`src/cpu_defines.svh`:
```
`ifndef CPU_DEFINES_SVH
`define CPU_DEFINES_SVH

// datapath and register width
`define XLEN 32

// instruction memory words, filled through the program-load port
`define IMEM_DEPTH 256

// data memory words
`define DMEM_DEPTH 256

// byte address of the shared switch/LED word (word address 0x400)
`define IO_ADDR 32'h0000_1000

// JAL x0,0 jumps onto itself and is what software uses to stop
`define HALT_INSN 32'h0000_006f

`endif
```
`src/cpu_pkg.sv`:
```
`include "cpu_defines.svh"

package cpu_pkg;

    typedef enum logic [2:0] {
        aluAdd,
        aluSub,
        aluAnd,
        aluOr,
        aluXor,
        aluSlt,
        aluPassB    // LUI just passes the immediate through
    } aluOpE;

    // major opcodes of the RV32I subset we decode
    typedef enum logic [6:0] {
        opcOp     = 7'b0110011,
        opcOpImm  = 7'b0010011,
        opcLui    = 7'b0110111,
        opcLoad   = 7'b0000011,
        opcStore  = 7'b0100011,
        opcBranch = 7'b1100011,
        opcJal    = 7'b1101111
    } opcodeE;

    typedef struct packed {
        aluOpE aluOp;
        logic  useImm;
        logic  memRead;
        logic  memWrite;
        logic  regWrite;
        logic  isBranch;
        logic  branchNe;    // set for BNE, clear for BEQ
        logic  isJal;
    } ctrlT;

    typedef struct packed {
        logic [`XLEN-1:0] pc;
        logic [`XLEN-1:0] instr;
        logic             valid;
    } ifIdT;

    typedef struct packed {
        ctrlT             ctrl;
        logic [`XLEN-1:0] pc;
        logic [`XLEN-1:0] rs1Val;
        logic [`XLEN-1:0] rs2Val;
        logic [`XLEN-1:0] imm;
        logic [4:0]       rs1;
        logic [4:0]       rs2;
        logic [4:0]       rd;
        logic             valid;
    } idExT;

    typedef struct packed {
        logic             memRead;
        logic             memWrite;
        logic             regWrite;
        logic [4:0]       rd;
        logic [`XLEN-1:0] aluResult;   // holds pc+4 for JAL
        logic [`XLEN-1:0] storeData;
        logic             valid;
    } exMemT;

    typedef struct packed {
        logic             regWrite;
        logic [4:0]       rd;
        logic [`XLEN-1:0] result;
    } memWbT;

endpackage

```
`src/hazard_unit.sv`:
```
`timescale 1ns/1ps

module hazard_unit (
    input  logic [4:0]      decRs1,
    input  logic [4:0]      decRs2,
    input  logic [4:0]      exRs1,
    input  logic [4:0]      exRs2,
    input  cpu_pkg::idExT   idEx,
    input  cpu_pkg::exMemT  exMem,
    input  cpu_pkg::memWbT  memWb,
    input  logic            redirect,
    output logic            stall,
    output logic            flushId,
    output logic            flushEx,
    output logic [1:0]      fwdA,
    output logic [1:0]      fwdB
);
    logic loadUse;

    // the younger producer wins, x0 is never forwarded
    function automatic logic [1:0] fwdSel(input logic [4:0] src);
        if (exMem.valid && exMem.regWrite && exMem.rd != 5'd0 && exMem.rd == src) begin
            fwdSel = 2'b10;
        end else if (memWb.regWrite && memWb.rd != 5'd0 && memWb.rd == src) begin
            fwdSel = 2'b01;
        end else begin
            fwdSel = 2'b00;
        end
    endfunction

    always_comb begin
        fwdA = fwdSel(exRs1);
        fwdB = fwdSel(exRs2);
    end

    // load data is only ready after the memory stage, so the consumer waits one cycle
    assign loadUse = idEx.ctrl.memRead && idEx.rd != 5'd0 &&
                     (idEx.rd == decRs1 || idEx.rd == decRs2);

    assign stall = loadUse && !redirect;  // a taken branch discards the consumer anyway
    assign flushId = redirect;
    assign flushEx = redirect;
endmodule

```
`config.mk`:
```
export PLATFORM = sky130hd
export DESIGN_NAME = hazard_unit
export DESIGN_NICKNAME = d
export VERILOG_FILES = /design/src/cpu_pkg.sv /design/src/hazard_unit.sv
export VERILOG_INCLUDE_DIRS = /design/src
export SDC_FILE = /design/constraint.sdc
export NUM_CORES = 1
export LEC_CHECK = 0
export BUFFER_PORTS_ARGS = -buffer_cell sky130_fd_sc_hd__buf_2
export CAP_MARGIN = 10
export CORE_AREA = 2 2 115 117
export DETAILED_ROUTE_END_ITERATION = 8
export DIE_AREA = 0 0 117 119
export REMOVE_ABC_BUFFERS = 1
export SYNTH_ARGS = -nofsm -noshare
export SYNTH_HDL_FRONTEND = slang
export SYNTH_SLANG_ARGS = --single-unit
export TNS_END_PERCENT = 5
```
`constraint.sdc`:
```
create_clock -name vclk -period 1.8
set_input_delay 0.18 -clock vclk [all_inputs]
set_output_delay 0.18 -clock vclk [all_outputs]
set_load 0.01 [all_outputs]
```
After elaboration in Yosys (flattened, before gate mapping):

Cells that the tools add are included.
Widths: inputs -> output; s select.

* flip-flop bits (word level): 0
* bits in latches: 0
* memory bits (read-only): 0
* memories kept: 0
* output and inout bits: 7
* bits in writable memories: 0

* add/sub/neg operators: 0
* bitwise gates (word level): 0
* div/mod/pow operators: 0
* magnitude comparators: 0
* $mul: 0
* multiplexer cells: 4
* equal/unequal tests: 6
* reduce and logical (&&, ||, !) cells: 15
* shifts and indexed selects: 0

Operator list (number)
* $eq 5x5->1: 6
* $reduce_bool 5->1: 3
* $logic_and 1x1->1: 10
* $mux 2: 2
* $mux 1: 2
* $logic_not 1->1: 1
* $logic_or 1x1->1: 1

Longest topological paths before layout:

* word-level depth: 5
* mapped depth: 4
* mapped depth without buffers: 4

Worst setup path after synthesis:

OpenSTA, ideal clock, no wires.

* path kind: input to output
* start point: input exMem[68] in the netlist's numbering
* end point: output fwdA[0]
* cell stages on the path: 4
* arrival: 1370 ps
* buffers on the path: 0
* slack: 250 ps
* cells stage by stage: or4_1 o211ai_2 nor4_2 nor4_2

* word-level cells in the longest chain between the ends: 4
* elaborated cells on any way between the ends: 5

Ends and longest elaborated chain
* start: declaration: RTL line hazard_unit.sv:9 `input cpu_pkg::exMemT exMem,`
* $reduce_bool 5->1: RTL line hazard_unit.sv:22 `if (exMem.valid && exMem.regWrite && exMem.rd != 5'd0 && exMem.rd == src) begin`
* $logic_and 1x1->1: RTL line hazard_unit.sv:22
* $logic_and 1x1->1 (*): RTL line hazard_unit.sv:22
* $mux 2 (*): RTL line hazard_unit.sv:22
* end: declaration: RTL line hazard_unit.sv:15 `output logic [1:0] fwdA,`

Every way passes the cells marked *; elsewhere a longest branch is shown, timed or not.

Worst setup path in the final report:

* start point: input exMem[68] in the netlist's numbering
* end point: output fwdB[0]

* word-level cells in the longest chain between the ends: 4
* elaborated cells on any way between the ends: 5

Ends and longest elaborated chain
* $reduce_bool 5->1: RTL line hazard_unit.sv:22
* $logic_and 1x1->1: RTL line hazard_unit.sv:22
* $logic_and 1x1->1 (*): RTL line hazard_unit.sv:22
* $mux 2 (*): RTL line hazard_unit.sv:22
* end: declaration: RTL line hazard_unit.sv:16 `output logic [1:0] fwdB`

Marked as above.

==> results.tsv <==
metric	value	unit
post-synth top area share	0.408	
fmax	576	MHz
initial core utilization	0.0333	
Critical Path Sink Type	output port	
Warnings, synthesis	0	
setup TNS	0	ns
routed vias	541	
most common cell in the netlist	xor2_1	
vias in the first global route	579	
Post-CTS Setup Inserts	0	
Hold Path Class	in -> out	
aggregate global-route resource usage	0.0225	
crit path max fanout	2	
worst endpoint required time	1.62	ns
total power	146	uW
clock buffers	0	
drt total wl	1.71	mm
register area share after synthesis	0	
first-pass GRT wire length	2.51	mm
initial DRC count	4	
Final Hold Fails	0	
Port-buffer cells	47	
slowest CP cell	or4_1	
Relative slew margins	0.803	
Critical Path Source	exMem[68]	
Setup crit start kind	primary input	
gpl congestion	0.648	
hold wc startpoint	redirect	
DR pass1 iterations	3	
FF/Latch Area	0	sq um
Slew @ Worst Pin	0.293	ns
area of the core	0.0129	sq mm
post-DP HPWL	1.60	mm
top cells by count, synth	20 x xor2_1, 10 x xnor2_1, 5 x or4_1, 4 x nand3_1, 4 x nor4_2	
Mapped Area	429	sq um
GR Overflow Total	0	
vias per cell	1.96	
Worst Path Arrival	1.56	ns
Post-route DRC	0	
RSZ-0062 raised after global routing	yes	
post-DR wirelength/cell	6.18	um
Std-Cell Rows	42	
Die Wd	117	um
Post-DRT Antenna Nets	0	
Core Util, Final	0.0689	
antenna violations before repair	1	
synth top area cells	xor2_1 41%, xnor2_1 20%, nor4_2 12%	
power per cell area	165	mW/mm^2
Seq Cell Count	0	
multi-input logic area	414	sq um
Min Hold Slack	0.571	ns
Crit path largest cell delay	0.53	ns
Crit Path Class	in -> out	
largest net degree at the start of global routing	4	
critical-path cell list	buf_2, or4_1, o211ai_2, nor4_2, nor4_2, buf_2	
gate count of the mapped netlist	52	
nets@finish	387	
Non-Filler Instances	276	
share of cells above drive strength 1	0.545	
Layout area overhead	107	%
hold_buf cts	0	
crit path time final	1.74	ns
Syn Area/Cell	8.25	sq um
FILL cells	1526	
post-placement cell count	275	
outcome	complete, no violations	
area leader, netlist	xor2_1	
Synth cell types	12	
IO Pins	293	
Die Y-Extent	119	um
Worst VDD drop	43.0	uV
final setup fails	0	
full die area	0.0139	sq mm
maxcap violations	0	
Tcrit/Tclk final	0.965	
Slew Viols, Final	0	
Leak	0.330	nW
## placed cells by master (no fill, tap or decap)
cell,count
o21ai_1,1
buf_4,2
diode_2,1
nor3_1,2
nand3_1,4
xor2_1,20
nor2b_1,1
a21oi_1,1
xnor2_1,10
o211ai_2,1
or4_1,5
buf_2,47
nor4_2,4
o21ai_0,1
## critical path: cells and delay by family
family	cells	cell delay, ns
buf+inv	2	0.27
compound gates	1	0.21
simple gates	3	0.89
## final timing paths
kind	cells after the start	to
setup / recovery	6	fwdB[0]
hold / removal	2	flushEx
## what timing repair did
action                                 CTS  global route
endpoints found under the hold margin    0             0
resized for setup                        0             0
setup endpoints to repair                0             1
## kinds of logic after synthesis
family / synth area share
xor+xnor: 0.612
simple gates: 0.289
compound gates: 0.0641
buf+inv: 0.0350
## routing by layer
layer	wire length [um]	up-vias	track usage
met5	0	-	0
met4	0	0	0
met3	209	0	0.00560
met2	799	42	0.0462
met1	696	216	0.0238
li1	-	283	-
## final cells by class
type	count	area share
well taps	176	0.248
multi-input cells	50	0.467
diodes	1	0.00282
repair buffers	49	0.282
## stage by stage
| step | setup slack (ns) | cell area (sq um) |
|---|---|---|
| 4_1_cts | 0.0459 | 885 |
| 2_1_floorplan | 0.250 | 414 |
| 6_report | 0.0634 | 887 |
| 5_1_grt | -0.00806 | 885 |
| 3_3_place_gp | 0.0382 | 885 |
| 3_5_place_dp | 0.0478 | 885 |
## power by group
group             total, mW  switching (mW)  internal [mW]
combinational         0.146          0.0692         0.0768
clock          0.0000000743               0   0.0000000742
sequential                0               0              0
(Power assumes the default switching activity.)
