<file path="config.mk">
export PLATFORM = sky130hd
export DESIGN_NAME = execute_stage
export DESIGN_NICKNAME = d
export VERILOG_FILES = /design/src/cpu_pkg.sv /design/src/execute_stage.sv
export VERILOG_INCLUDE_DIRS = /design/src
export SDC_FILE = /design/constraint.sdc
export NUM_CORES = 1
export LEC_CHECK = 0
export ABC_AREA = 1
export BUFFER_PORTS_ARGS = -buffer_cell sky130_fd_sc_hd__buf_2
export CAP_MARGIN = 20
export CORE_ASPECT_RATIO = 1.5
export CORE_MARGIN = 2
export CORE_UTILIZATION = 51
export DETAILED_ROUTE_END_ITERATION = 6
export PLACE_DENSITY = 0.83
export REMOVE_ABC_BUFFERS = 1
export SLEW_MARGIN = 20
export SYNTH_ARGS = -nofsm -noshare
export SYNTH_HDL_FRONTEND = slang
export SYNTH_SLANG_ARGS = --single-unit
export TNS_END_PERCENT = 20
</file>
<file path="constraint.sdc">
create_clock -name clk -period 3.1 [get_ports clk]
set_input_delay 0.465 -clock clk [delete_from_list [all_inputs] [get_ports clk]]
set_output_delay 0.465 -clock clk [all_outputs]
set_load 0.02 [all_outputs]
</file>
<file path="src/cpu_defines.svh">
`ifndef CPU_DEFINES_SVH
`define CPU_DEFINES_SVH

// datapath and register width
`define XLEN 32

// instruction memory words, filled through the program-load port
`define IMEM_DEPTH 256

// data memory words
`define DMEM_DEPTH 256

// byte address of the shared switch/LED word (word address 0x400)
`define IO_ADDR 32'h0000_1000

// JAL x0,0 jumps onto itself and is what software uses to stop
`define HALT_INSN 32'h0000_006f

`endif
</file>
<file path="src/cpu_pkg.sv">
`include "cpu_defines.svh"

package cpu_pkg;

    typedef enum logic [2:0] {
        aluAdd,
        aluSub,
        aluAnd,
        aluOr,
        aluXor,
        aluSlt,
        aluPassB    // LUI just passes the immediate through
    } aluOpE;

    // major opcodes of the RV32I subset we decode
    typedef enum logic [6:0] {
        opcOp     = 7'b0110011,
        opcOpImm  = 7'b0010011,
        opcLui    = 7'b0110111,
        opcLoad   = 7'b0000011,
        opcStore  = 7'b0100011,
        opcBranch = 7'b1100011,
        opcJal    = 7'b1101111
    } opcodeE;

    typedef struct packed {
        aluOpE aluOp;
        logic  useImm;
        logic  memRead;
        logic  memWrite;
        logic  regWrite;
        logic  isBranch;
        logic  branchNe;    // set for BNE, clear for BEQ
        logic  isJal;
    } ctrlT;

    typedef struct packed {
        logic [`XLEN-1:0] pc;
        logic [`XLEN-1:0] instr;
        logic             valid;
    } ifIdT;

    typedef struct packed {
        ctrlT             ctrl;
        logic [`XLEN-1:0] pc;
        logic [`XLEN-1:0] rs1Val;
        logic [`XLEN-1:0] rs2Val;
        logic [`XLEN-1:0] imm;
        logic [4:0]       rs1;
        logic [4:0]       rs2;
        logic [4:0]       rd;
        logic             valid;
    } idExT;

    typedef struct packed {
        logic             memRead;
        logic             memWrite;
        logic             regWrite;
        logic [4:0]       rd;
        logic [`XLEN-1:0] aluResult;   // holds pc+4 for JAL
        logic [`XLEN-1:0] storeData;
        logic             valid;
    } exMemT;

    typedef struct packed {
        logic             regWrite;
        logic [4:0]       rd;
        logic [`XLEN-1:0] result;
    } memWbT;

endpackage

</file>
<file path="src/execute_stage.sv">
`include "cpu_defines.svh"
`timescale 1ns/1ps

module execute_stage (
    input  logic            clk,
    input  logic            rst,
    input  cpu_pkg::idExT   idEx,
    input  logic [1:0]      fwdA,
    input  logic [1:0]      fwdB,
    output cpu_pkg::exMemT  exMemFwd,
    input  cpu_pkg::memWbT  wbFwd,
    output logic            redirect,
    output logic [31:0]     target
);
    logic [`XLEN-1:0] opA;
    logic [`XLEN-1:0] opB;
    logic [`XLEN-1:0] aluB;
    logic [`XLEN-1:0] aluOut;
    logic [`XLEN-1:0] pcPlus4;
    logic             branchHit;

    // select 2 is EX/MEM, 1 is MEM/WB, anything else keeps the register file value
    function automatic logic [`XLEN-1:0] fwdMux(input logic [1:0] sel,
                                                 input logic [`XLEN-1:0] regVal,
                                                 input logic [`XLEN-1:0] exVal,
                                                 input logic [`XLEN-1:0] wbVal);
        case (sel)
            2'b10: fwdMux = exVal;
            2'b01: fwdMux = wbVal;
            default: fwdMux = regVal;
        endcase
    endfunction

    assign opA = fwdMux(fwdA, idEx.rs1Val, exMemFwd.aluResult, wbFwd.result);
    assign opB = fwdMux(fwdB, idEx.rs2Val, exMemFwd.aluResult, wbFwd.result);
    assign aluB = idEx.ctrl.useImm ? idEx.imm : opB;
    assign pcPlus4 = idEx.pc + 32'd4;

    always_comb begin
        case (idEx.ctrl.aluOp)
            cpu_pkg::aluSub: aluOut = opA - aluB;
            cpu_pkg::aluAnd: aluOut = opA & aluB;
            cpu_pkg::aluOr: aluOut = opA | aluB;
            cpu_pkg::aluXor: aluOut = opA ^ aluB;
            cpu_pkg::aluSlt: aluOut = {{(`XLEN-1){1'b0}}, $signed(opA) < $signed(aluB)};
            cpu_pkg::aluPassB: aluOut = aluB;
            default: aluOut = opA + aluB;
        endcase
    end

    // branches compare the forwarded register values, never the immediate
    assign branchHit = (opA == opB) ^ idEx.ctrl.branchNe;
    assign redirect = idEx.valid && (idEx.ctrl.isJal || (idEx.ctrl.isBranch && branchHit));
    assign target = idEx.pc + idEx.imm;

    always_ff @(posedge clk) begin
        if (rst) begin
            exMemFwd.valid <= 1'b0;
            exMemFwd.memRead <= 1'b0;
            exMemFwd.memWrite <= 1'b0;
            exMemFwd.regWrite <= 1'b0;
        end else begin
            exMemFwd.valid <= idEx.valid;
            exMemFwd.memRead <= idEx.ctrl.memRead;
            exMemFwd.memWrite <= idEx.ctrl.memWrite;
            exMemFwd.regWrite <= idEx.ctrl.regWrite;
            exMemFwd.rd <= idEx.rd;
            exMemFwd.aluResult <= idEx.ctrl.isJal ? pcPlus4 : aluOut;  // link value
            exMemFwd.storeData <= opB;
        end
    end
endmodule

</file>
==> impl_metrics.json, run 1 <==
{
  "ys_seq_area_frac": 0.1662,
  "synth_area_um2": 12950,
  "syn_inst": 2119,
  "die_x_um": 134.1,
  "grt_max_degree": 44,
  "rows": 71,
  "cts_buffers": 9,
  "grt_overflow_total": 21,
  "synth_top_area_frac": 0.1829,
  "synthDistinctLibCells": 54,
  "clock_path_buffers": 2,
  "worst_endpoint": "exMemFwd[63]$_DFFE_PN_/D",
  "synthArstFlopShare": 0,
  "synth-compound-area-share": 0.1854,
  "stop_error": "[ERROR GRT-0232] Routing congestion too high. Check the congestion heatmap in the GUI.",
  "dp_hpwl_um": 53660,
  "numClockSinks": 73,
  "synth_top_family_by_area": "simple AND/OR/NAND/NOR gates",
  "io_buffers": 287,
  "endpoint_type": "register input",
  "status": "stopped before the end",
  "clockRootBuffer": "clkbuf_16",
  "stop_stage": "5_1_grt",
  "synth_edf_count": 69,
  "gp_congestion": 1.100,
  "die_h_um": 199.2,
  "postCtsHoldBufs": 0,
  "synth-seq-cells": 73,
  "grtUsageTotal": 0.7600,
  "synthAdderAreaFrac": 0.1322,
  "yosys.area.top_type": "nand2_1",
  "yosysWarnings": 0,
  "htreeDepth": 3,
  "io_pins": 304,
  "start_util": 0.5170,
  "yosys.area_share.simple": 0.3730,
  "yosys-mux-area-fraction": 0,
  "synth_xor_xnor_area_share": 0.04260,
  "synth.top_cells.by_area": "nand2_1 (18%), edfxtp_1 (16%), ha_1 (13%), nand3_1 (7.4%), inv_1 (6.2%)",
  "synth-main-ff-cell": "edfxtp_1",
  "synth_area_per_cell_um2": 6.112
}
-- synth_stat cells, types with 6 or more instances --
cell type	number
buf_4	7
nand3_2	13
nand4_1	18
xor2_1	36
nand3_1	192
or2_1	8
a21oi_1	151
buf_6	9
or2_2	25
nand2_2	17
nor2_1	156
o21a_1	22
nor3_1	31
edfxtp_1	69
o21ai_2	18
o211ai_1	9
a221oi_1	12
inv_2	40
o21bai_1	7
clkbuf_1	22
o21ai_1	22
inv_1	213
o21ai_0	114
o22ai_1	21
a21o_1	6
xnor2_1	27
nand2_1	631
ha_1	132
nor4_1	11
nor2_2	6
buf_2	21
a211oi_1	7
-- metal layers --
metal | GRT usage | overflow
met1 | 0.7228 | 1
met2 | 0.9470 | 11
met3 | 0.5967 | 0
met4 | 0.7938 | 9
met5 | 0.4004 | 0
-- through the flow --
stage | setup TNS, ns | instances | setup WS (ns) | area (um^2) | utilization
floorplan | -13.50 | 2059 | -0.5942 | 12600 | -
detailed placement | -18.97 | 3119 | -0.8180 | 18020 | 0.7194
CTS | -0.4911 | 3161 | -0.1429 | 19390 | 0.7741
global placement | -15.43 | 3119 | -0.6714 | 18020 | 0.7194
-- repair_timing --
item	CTS
setup endpoints to repair	30
buffers inserted	21
cloned	6
resized for setup	215
endpoints found under the hold margin	0
pin swaps	46
-- kinds of logic after synthesis --
family	Yosys count
and+or+nand+nor	1121
AOI/OAI and AO/OA	412
buffers and inverters	315
adders and majority gates	135
DFF	73
xor gates and xnor gates	63
==> inputs of run 2 (changes only) <==
CORE_ASPECT_RATIO = not set   (was 1.5)
CORE_UTILIZATION = 40   (was 51)
PLACE_DENSITY = not set   (was 0.83)
PLACE_DENSITY_LB_ADDON = 0.15   (was not set)
clock period = 4.03 ns   (was 3.1 ns; I/O delays follow)
==> run 2 against run 1 <==
The flow now finishes without violations. Synthesized cell count did not move. Area after synthesis unchanged.
==> impl_metrics.json, run 2 <==
{
  "synthDistinctLibCells": 54,
  "htreeDepth": 3,
  "post-route-drc-count": 0,
  "synth_xor_xnor_area_share": 0.04260,
  "p_per_area_nw_per_um2": 342.2,
  "final-setup-viol-count": 0,
  "synthToLayoutAreaGrowth_pct": 35.07,
  "core-area_um2": 31720,
  "worstPathCellList": "buf_2, inv_1, ha_1, inv_4, buf_12, buf_4, or2_2, nand2_1, xnor2_1, nand2_1, nor2_1, nand2_1, nor2_4, nand2_1, nand2_1, nand3_1, a21oi_2, buf_2",
  "design_area_um2": 17490,
  "criticalPathCategory": "input port to output port",
  "tritoncts": "yes",
  "synth_most_common_cell": "nand2_1",
  "slew_headroom": 0.5195,
  "antenna_found_initial": 4,
  "layout_common_cells": "nand2_1 (631), buf_4 (322), buf_2 (287), inv_1 (212), nand3_1 (192)",
  "clk_latency_ns": 0.39,
  "drt_iter0_drc": 1659,
  "yosys.area.top_type": "nand2_1",
  "synth_top_area_frac": 0.1829,
  "fmax_mhz": 257.9,
  "grt_overflow_total": 0,
  "gp_congestion": 0.9789,
  "cp.required_ns": 3.43,
  "crit_path_max_incr_delay_ns": 0.31,
  "die_x_um": 183.9,
  "clockRootBuffer": "clkbuf_16",
  "hp-class": "input port to register",
  "worst-r2r-setup-slack_ns": 0.76,
  "grtUsageTotal": 0.3482,
  "synth-main-ff-cell": "edfxtp_1",
  "cts_buffers": 9,
  "status": "complete, no violations",
  "path_max_fanout": 30,
  "drv_slew": 0,
  "vias": 16944,
  "drive_gt1_frac": 0.2824,
  "r2r_cells": 22,
  "cts_resized": 0,
  "grt_pass1_vias": 16095,
  "yosys.area_share.simple": 0.3730,
  "grt_max_degree": 37,
  "synth-compound-area-share": 0.1854,
  "final_net_count": 3019,
  "dpl-instance-area_um2": 17120,
  "crit_buf_inv": 6,
  "ys_seq_area_frac": 0.1662,
  "cts_setup_buffers": 0,
  "clock_path_buffers": 2,
  "final_common_cell": "nand2_1",
  "endpoint_kind": "output port",
  "io_pins": 304,
  "ant_nets": 0,
  "clk_pin_slew_ns": 0.06,
  "synth_area_per_cell_um2": 6.112,
  "slowest_stage": "ha_1",
  "arrival_ns": 3.27,
  "vdd_drop_max_uv": 231.7,
  "finalWirelength_um": 59810,
  "rsz0062_at_grt": "no",
  "synthAdderAreaFrac": 0.1322,
  "synth_area_um2": 12950,
  "start_util": 0.4083,
  "synth-seq-cells": 73,
  "r2r_end": "exMemFwd[62]$_DFFE_PN_",
  "rows": 65,
  "wl_per_cell_um": 19.32,
  "path_depth": 18,
  "grt_pass1_wl_um": 89070,
  "die-area_um2": 33830,
  "netlist_top_cells_count": "nand2_1 (631), inv_1 (213), nand3_1 (192)",
  "skew_ns": 0.01940,
  "yosysWarnings": 0,
  "hold_viol": 0,
  "synth_edf_count": 69,
  "min_period_ns": 3.878,
  "io_buffers": 287,
  "maxCapViolations": 0,
  "top_regs": "exMemFwd x73",
  "synth.top_cells.by_area": "nand2_1 (18%), edfxtp_1 (16%), ha_1 (13%), nand3_1 (7.4%), inv_1 (6.2%)",
  "crit_path_frequent_cell": "nand2_1",
  "leakage_nw": 9.016,
  "dp_hpwl_um": 50410,
  "yosys-mux-area-fraction": 0,
  "firstDrtPassIters": 6,
  "postCtsHoldBufs": 0,
  "period_share": 0.9622,
  "setup.worst_path.end": "redirect",
  "critical_path.top_delay_family": "simple AND/OR/NAND/NOR gates",
  "final_util": 0.5515,
  "worstSetupStartpoint": "fwdA[0]",
  "worstMarginPinSlew_ns": 0.7141,
  "syn_inst": 2119,
  "largest_register": "exMemFwd",
  "synth_top_family_by_area": "simple AND/OR/NAND/NOR gates",
  "numClockSinks": 73,
  "vias_per_cell": 5.473,
  "reg2reg_from": "exMemFwd[35]$_DFFE_PN_",
  "die_h_um": 183.9,
  "synthArstFlopShare": 0,
  "largest_reg_flops": 73,
  "cp-start-kind": "input port"
}
## run 2: final cells by class
| class | count | area (um^2) |
|---|---|---|
| flip-flops and latches | 73 | 2152 |
| fillers | 3251 | 14220 |
| clock buffers | 11 | 232.7 |
| clock inverters | 5 | 127.6 |
| multi-input cells | 1731 | 9513 |
| inverters | 255 | 963.4 |
| diodes | 3 | 7.507 |
| repair buffers | 616 | 3994 |
| well taps | 402 | 503.0 |
## run 2: logic make-up (layout without fill, tap and decap cells)
logic type	after synthesis	after routing
flops	73	73
other cells	0	3
simple gates	1121	1121
compound gates	412	412
buf+inv	315	887
xor+xnor	63	63
fa+ha+maj	135	135
## run 2: metrics by stage
stage	setup slack (ns)	std cells	total power, mW	setup TNS [ns]	hold slack, ns
3_5_place_dp	-0.1019	3077	4.872	-0.6525	0.7443
5_1_grt	0.01013	3094	6.367	0	0.3841
2_1_floorplan	0.1963	2059	3.035	0	0.6757
6_report	0.1523	3096	5.986	0	0.3980
4_1_cts	0.07476	3093	5.935	0	0.3800
3_3_place_gp	-0.09809	3077	4.841	-0.2533	0.7186
## run 2: worst min-delay path by stage
stage | startpoint | endpoint | cells after the start
2_1_floorplan | rst | exMemFwd[70]$_SDFF_PP0_ | 1
3_5_place_dp | exMemFwd[45]$_DFFE_PN_ | exMemFwd[13]$_DFFE_PN_ | 4
3_3_place_gp | exMemFwd[50]$_DFFE_PN_ | exMemFwd[18]$_DFFE_PN_ | 4
4_1_cts | idEx[4] | exMemFwd[68]$_DFFE_PN_ | 1
6_report | idEx[2] | exMemFwd[66]$_DFFE_PN_ | 1
5_1_grt | idEx[2] | exMemFwd[66]$_DFFE_PN_ | 1
## run 2: power breakdown
part	total [mW]	internal (mW)	switching [mW]
registers	0.968	0.930	0.0373
clock network	1.04	0.668	0.369
logic	3.98	1.61	2.38
## run 2: metal layers
| metal | up-vias | GRT usage | wire [um] |
|---|---|---|---|
| met5 | - | 0 | 18 |
| met4 | 2 | 0.1386 | 2289 |
| met3 | 110 | 0.04635 | 4780 |
| met2 | 765 | 0.5503 | 25610 |
| met1 | 7878 | 0.4788 | 27110 |
| li1 | 8189 | - | - |
Note: power is estimated with default switching activity, not from simulation.
==> inputs of run 3 (changes only) <==
CTS_CLUSTER_SIZE = 25   (was not set)
clock period = 4.45 ns   (was 4.03 ns; I/O delays follow)
==> run 3 against run 2 <==
Sequential share of layout area rose by 1.3 points. Worst hold slack improved by 0.060 ns. Clock power fell by 24%. Non-clock buffer count fell by 208. Largest cell class unchanged. Register-to-register slack improved by 0.20 ns. Combinational power fell by 21%. Cell count fell by 6.7%. First-iteration DRC count fell by 10%. Clock skew fell by 0.00086 ns. Critical path depth rose by 2. Routed wire length fell by 2.2%. Highest routed layer is now met4. Power fell by 20%.
==> impl_metrics.json, run 3 (synthesis results as in run 2) <==
{
  "cp.required_ns": 3.78,
  "arrival_ns": 3.50,
  "vias_per_cell": 5.596,
  "grt_max_degree": 44,
  "grt_pass1_wl_um": 87150,
  "io_pins": 304,
  "status": "complete, no violations",
  "min_period_ns": 4.167,
  "synthToLayoutAreaGrowth_pct": 22.47,
  "crit_path_max_incr_delay_ns": 0.32,
  "antenna_found_initial": 6,
  "largest_register": "exMemFwd",
  "leakage_nw": 8.005,
  "critical_path.top_delay_family": "simple AND/OR/NAND/NOR gates",
  "largest_reg_flops": 73,
  "gp_congestion": 0.9716,
  "crit_buf_inv": 7,
  "fmax_mhz": 240.0,
  "drt_iter0_drc": 1486,
  "ant_nets": 0,
  "holdPathStages": 1,
  "vias": 16160,
  "hold_end": "exMemFwd[66]$_DFFE_PN_",
  "dpl-instance-area_um2": 15550,
  "numClockSinks": 73,
  "die_h_um": 183.9,
  "criticalPathCategory": "input port to output port",
  "path_max_fanout": 31,
  "wl_per_cell_um": 20.25,
  "worst-r2r-setup-slack_ns": 0.96,
  "clockRootBuffer": "clkbuf_16",
  "path_depth": 20,
  "r2r_cells": 19,
  "die_x_um": 183.9,
  "final_common_cell": "nand2_1",
  "rows": 65,
  "start_util": 0.4083,
  "cts_setup_buffers": 0,
  "top_regs": "exMemFwd x73",
  "final_net_count": 2811,
  "post-route-drc-count": 0,
  "tns_ns": 0,
  "skew_ns": 0.01854,
  "maxCapViolations": 0,
  "die-area_um2": 33830,
  "dp_cells": 2869,
  "finalWirelength_um": 58490,
  "endpoint_kind": "output port",
  "clock_path_buffers": 2,
  "hp-class": "input port to register",
  "dp_hpwl_um": 48770,
  "layout_common_cells": "nand2_1 (631), buf_2 (287), inv_1 (212), nand3_1 (192), nor2_1 (156)",
  "fin_total_pwr_mw": 4.813,
  "grt_pass1_vias": 15504,
  "drive_gt1_frac": 0.2231,
  "cts_resized": 0,
  "postCtsHoldBufs": 0,
  "worstPathCellList": "buf_2, inv_1, ha_1, inv_2, buf_12, buf_4, or2_1, nand2_2, inv_1, nand2_1, nand2_1, nand2_1, nor2_1, nand2_1, nor2_2, nand2_1, nand2_1, nand3_1, a21oi_2, buf_2",
  "cts_buffers": 9,
  "vdd_drop_max_uv": 210.6,
  "tritoncts": "yes",
  "crit_path_frequent_cell": "nand2_1",
  "design_area_um2": 15860,
  "worstHoldStart": "idEx[2]",
  "clk_latency_ns": 0.38,
  "hold_viol": 0,
  "io_buffers": 287,
  "p_per_area_nw_per_um2": 303.4,
  "firstDrtPassIters": 5,
  "rsz0062_at_grt": "no",
  "cp-start-kind": "input port",
  "reg2reg_from": "exMemFwd[38]$_DFFE_PN_",
  "slowest_stage": "nor2_2",
  "worstMarginPinSlew_ns": 0.8000,
  "r2r_end": "exMemFwd[49]$_DFFE_PN_",
  "final-setup-viol-count": 0,
  "period_share": 0.9364,
  "grtUsageTotal": 0.3407,
  "clk_pin_slew_ns": 0.07,
  "final_util": 0.5001,
  "slew_headroom": 0.4666,
  "layout.cells.non_filler": 2888,
  "grt_overflow_total": 0,
  "htreeDepth": 3,
  "core-area_um2": 31720,
  "drv_slew": 0
}
-- run 3: changes by cell type in the layout (fill, tap and decap cells not counted), moves of 2 or more --
cell and delta:
inv_4 -2, bufinv_16 -3, clkbuf_1 -2, buf_4 -208, inv_6 +3, clkinv_2 +2, o21ai_1 -2, inv_2 +2
o21ai_0 +2
-- run 3: report_power, final --
group          internal [mW]  switching (mW)
clock network          0.439           0.353
registers              0.842          0.0344
logic                   1.09            2.06
-- run 3: worst register-to-register path: cells and delay by family (launching register included) --
kind	cells	cell delay, ns
AOI/OAI and AO/OA	6	0.91
adders and majority gates	1	0.40
and+or+nand+nor	8	0.82
DFF	1	0.49
buffers and inverters	4	0.60
-- run 3: layer usage --
metal / GRT usage / part of all wire / wire length, um / up-vias
li1: - / - / - / 7782
met1: 0.4632 / 0.45 / 26290 / 7575
met2: 0.5500 / 0.44 / 25880 / 721
met3: 0.05349 / 0.080 / 4696 / 82
met4: 0.1117 / 0.028 / 1629 / 0
met5: 0 / 0 / 0 / -
-- run 3: final cells by class --
class,count,area (um^2)
sequential,73,2152
timing repair buffer,408,2432
tap,402,503.0
multi-input combinational,1731,9508
antenna,3,7.507
fill,3411,15860
clock inverter,7,75.07
inverter,255,958.4
clock buffer,9,225.2
-- run 3: worst max path at each step --
stage | startpoint | endpoint | slack [ns]
3_3_place_gp | fwdB[0] | exMemFwd[33]$_DFFE_PN_ | 0.25
5_1_grt | fwdA[0] | redirect | 0.16
3_5_place_dp | fwdB[0] | exMemFwd[33]$_DFFE_PN_ | 0.21
6_report | fwdA[0] | redirect | 0.28
4_1_cts | fwdA[0] | redirect | 0.35
2_1_floorplan | fwdB[0] | exMemFwd[55]$_DFFE_PN_ | 0.55
-- run 3: stage by stage --
step	hold slack [ns]	setup WS (ns)
after floorplan	0.7387	0.5533
after global placement	0.7097	0.2526
after detailed placement	0.7338	0.2141
after CTS	0.4463	0.3546
after global routing	0.4545	0.1558
final	0.4584	0.2830
==> inputs of run 4 (changes only) <==
CORE_MARGIN = not set   (was 2)
clock period = 4.65 ns   (was 4.45 ns; I/O delays follow)
==> run 4 against run 3 <==
Sequential power decreased by 4.4%. Critical endpoint unchanged. Core utilization is 1.5 points lower. Via count down 2.7%. Largest power group unchanged. Global-route usage down 0.079 points. Clock power fell by 2%. Flip-flop and latch count did not move.
==> impl_metrics.json, run 4 (synthesis results as in run 2) <==
{
  "crit_path_max_incr_delay_ns": 0.32,
  "tritoncts": "yes",
  "vias_per_cell": 5.566,
  "pwr-share-comb": 0.638,
  "slowest_stage": "nor2_2",
  "die-area_um2": 33100,
  "switching_share": 0.5158,
  "maxCapViolations": 0,
  "power_switching_mw": 2.302,
  "grt_pass1_vias": 14976,
  "clockRootBuffer": "clkbuf_16",
  "synthToLayoutAreaGrowth_pct": 18.89,
  "antenna_found_initial": 3,
  "leakage_nw": 7.694,
  "clock_power_share": 0.174,
  "cp-start-kind": "input port",
  "dp_hpwl_um": 46950,
  "min_period_ns": 4.040,
  "slew_headroom": 0.4703,
  "wl_per_cell_um": 20.24,
  "layout_common_cells": "nand2_1 (631), buf_2 (287), inv_1 (212), nand3_1 (192), nor2_1 (156)",
  "rsz0062_at_grt": "no",
  "gp_congestion": 0.9996,
  "clk_latency_ns": 0.37,
  "io_buffers": 287,
  "io_pins": 304,
  "criticalPathCategory": "input port to output port",
  "ant_nets": 0,
  "path_max_fanout": 40,
  "pwr-share-seq": 0.188,
  "cts_buffers": 9,
  "vdd_drop_max_uv": 178.6,
  "period_share": 0.8687,
  "htreeDepth": 3,
  "largest_register": "exMemFwd",
  "grtUsageTotal": 0.3399,
  "die_h_um": 181.9,
  "die_x_um": 181.9,
  "drv_slew": 0,
  "status": "complete, no violations",
  "final_net_count": 2748,
  "worstMarginPinSlew_ns": 0.7863,
  "clk_pin_slew_ns": 0.07,
  "numClockSinks": 73,
  "largest_reg_flops": 73,
  "vias": 15718,
  "hp-class": "input port to register",
  "grt_max_degree": 44,
  "clock_path_buffers": 2,
  "skew_ns": 0.01441,
  "start_util": 0.4083,
  "cp.required_ns": 3.95,
  "final-setup-viol-count": 0,
  "dp_slack_ns": 0.3082,
  "firstDrtPassIters": 6,
  "final_common_cell": "nand2_1",
  "hold_viol": 0,
  "grt_pass1_wl_um": 85310,
  "rows": 65,
  "fmax_mhz": 247.5,
  "grt_overflow_total": 0,
  "arrival_ns": 3.34,
  "core-area_um2": 31720,
  "worstPathCellList": "buf_2, inv_1, ha_1, inv_2, buf_12, or2_2, nand2_1, xnor2_1, nand2_1, nor2_1, nand2_1, nor2_2, nand2_1, nand2_1, nand3_1, a21oi_2, buf_2",
  "tns_ns": 0,
  "finalWirelength_um": 57170,
  "p_per_area_nw_per_um2": 289.8,
  "drt_iter0_drc": 1361,
  "drive_gt1_frac": 0.2029,
  "p_int_mw": 2.161,
  "postCtsHoldBufs": 0,
  "crit_path_frequent_cell": "nand2_1",
  "top_regs": "exMemFwd x73",
  "cts_resized": 0,
  "cts_setup_buffers": 0,
  "post-route-drc-count": 0,
  "endpoint_kind": "output port",
  "setup_ws_ns": 0.6104
}
## run 4: changes by cell type in the layout (fill, tap and decap cells not counted), sizes merged
cell      delta
inv          -3
buf         -63
diode        -1
clkbuf       +1
clkinvlp     +2
## run 4: cell type report
type	instances	area (um^2)
Tap cell	402	503.0
Clock buffer	10	239.0
Clock inverter	6	67.56
Antenna cell	2	5.005
Inverter	255	958.4
Timing Repair Buffer	345	1972
Fill cell	3356	16320
Multi-Input combinational cell	1731	9500
Sequential cell	73	2152
## run 4: critical path, delay by kind of cell
kind | cells | cell delay, ns
compound gates | 1 | 0.12
xor+xnor | 1 | 0.14
fa+ha+maj | 1 | 0.28
buf+inv | 5 | 0.55
simple gates | 9 | 1.48
## run 4: through the flow
stage | power, mW | area, um^2 | utilization | hold slack [ns] | instances
after floorplan | 2.631 | 12600 | - | 0.7687 | 2059
after global placement | 3.625 | 15090 | 0.4756 | 0.7075 | 2806
after detailed placement | 3.635 | 15090 | 0.4756 | 0.7224 | 2806
after CTS | 4.416 | 15390 | 0.4853 | 0.4957 | 2822
after global routing | 4.760 | 15390 | 0.4854 | 0.4977 | 2823
final | 4.462 | 15400 | 0.4854 | 0.4997 | 2824
## run 4: power groups by stage
| stage | registers [mW] | clock network, mW | logic [mW] |
|---|---|---|---|
| after floorplan | 0.930 | 0 | 1.70 |
| after global placement | 0.850 | 0 | 2.77 |
| after detailed placement | 0.852 | 0 | 2.78 |
| after CTS | 0.838 | 0.779 | 2.80 |
| after global routing | 0.845 | 0.791 | 3.12 |
| final | 0.838 | 0.776 | 2.85 |
## run 4: path summary, 6_finish.rpt
check                                             from                     end  slack [ns]  depth (start not counted)
worst max-delay path                           fwdA[0]                redirect        0.61                         17
worst min-delay path                           idEx[2]  exMemFwd[66]$_DFFE_PN_        0.50                          1
worst max register to register  exMemFwd[35]$_DFFE_PN_  exMemFwd[49]$_DFFE_PN_        1.21                         21
worst min register to register  exMemFwd[53]$_DFFE_PN_  exMemFwd[21]$_DFFE_PN_        0.74                          4
## run 4: routing by layer
metal,up-vias,part of all wire,global-route usage
met2,693,0.44,0.5495
met1,7275,0.45,0.4567
met5,-,0.00019,0
met3,98,0.083,0.06137
met4,2,0.031,0.1076
li1,7650,-,-
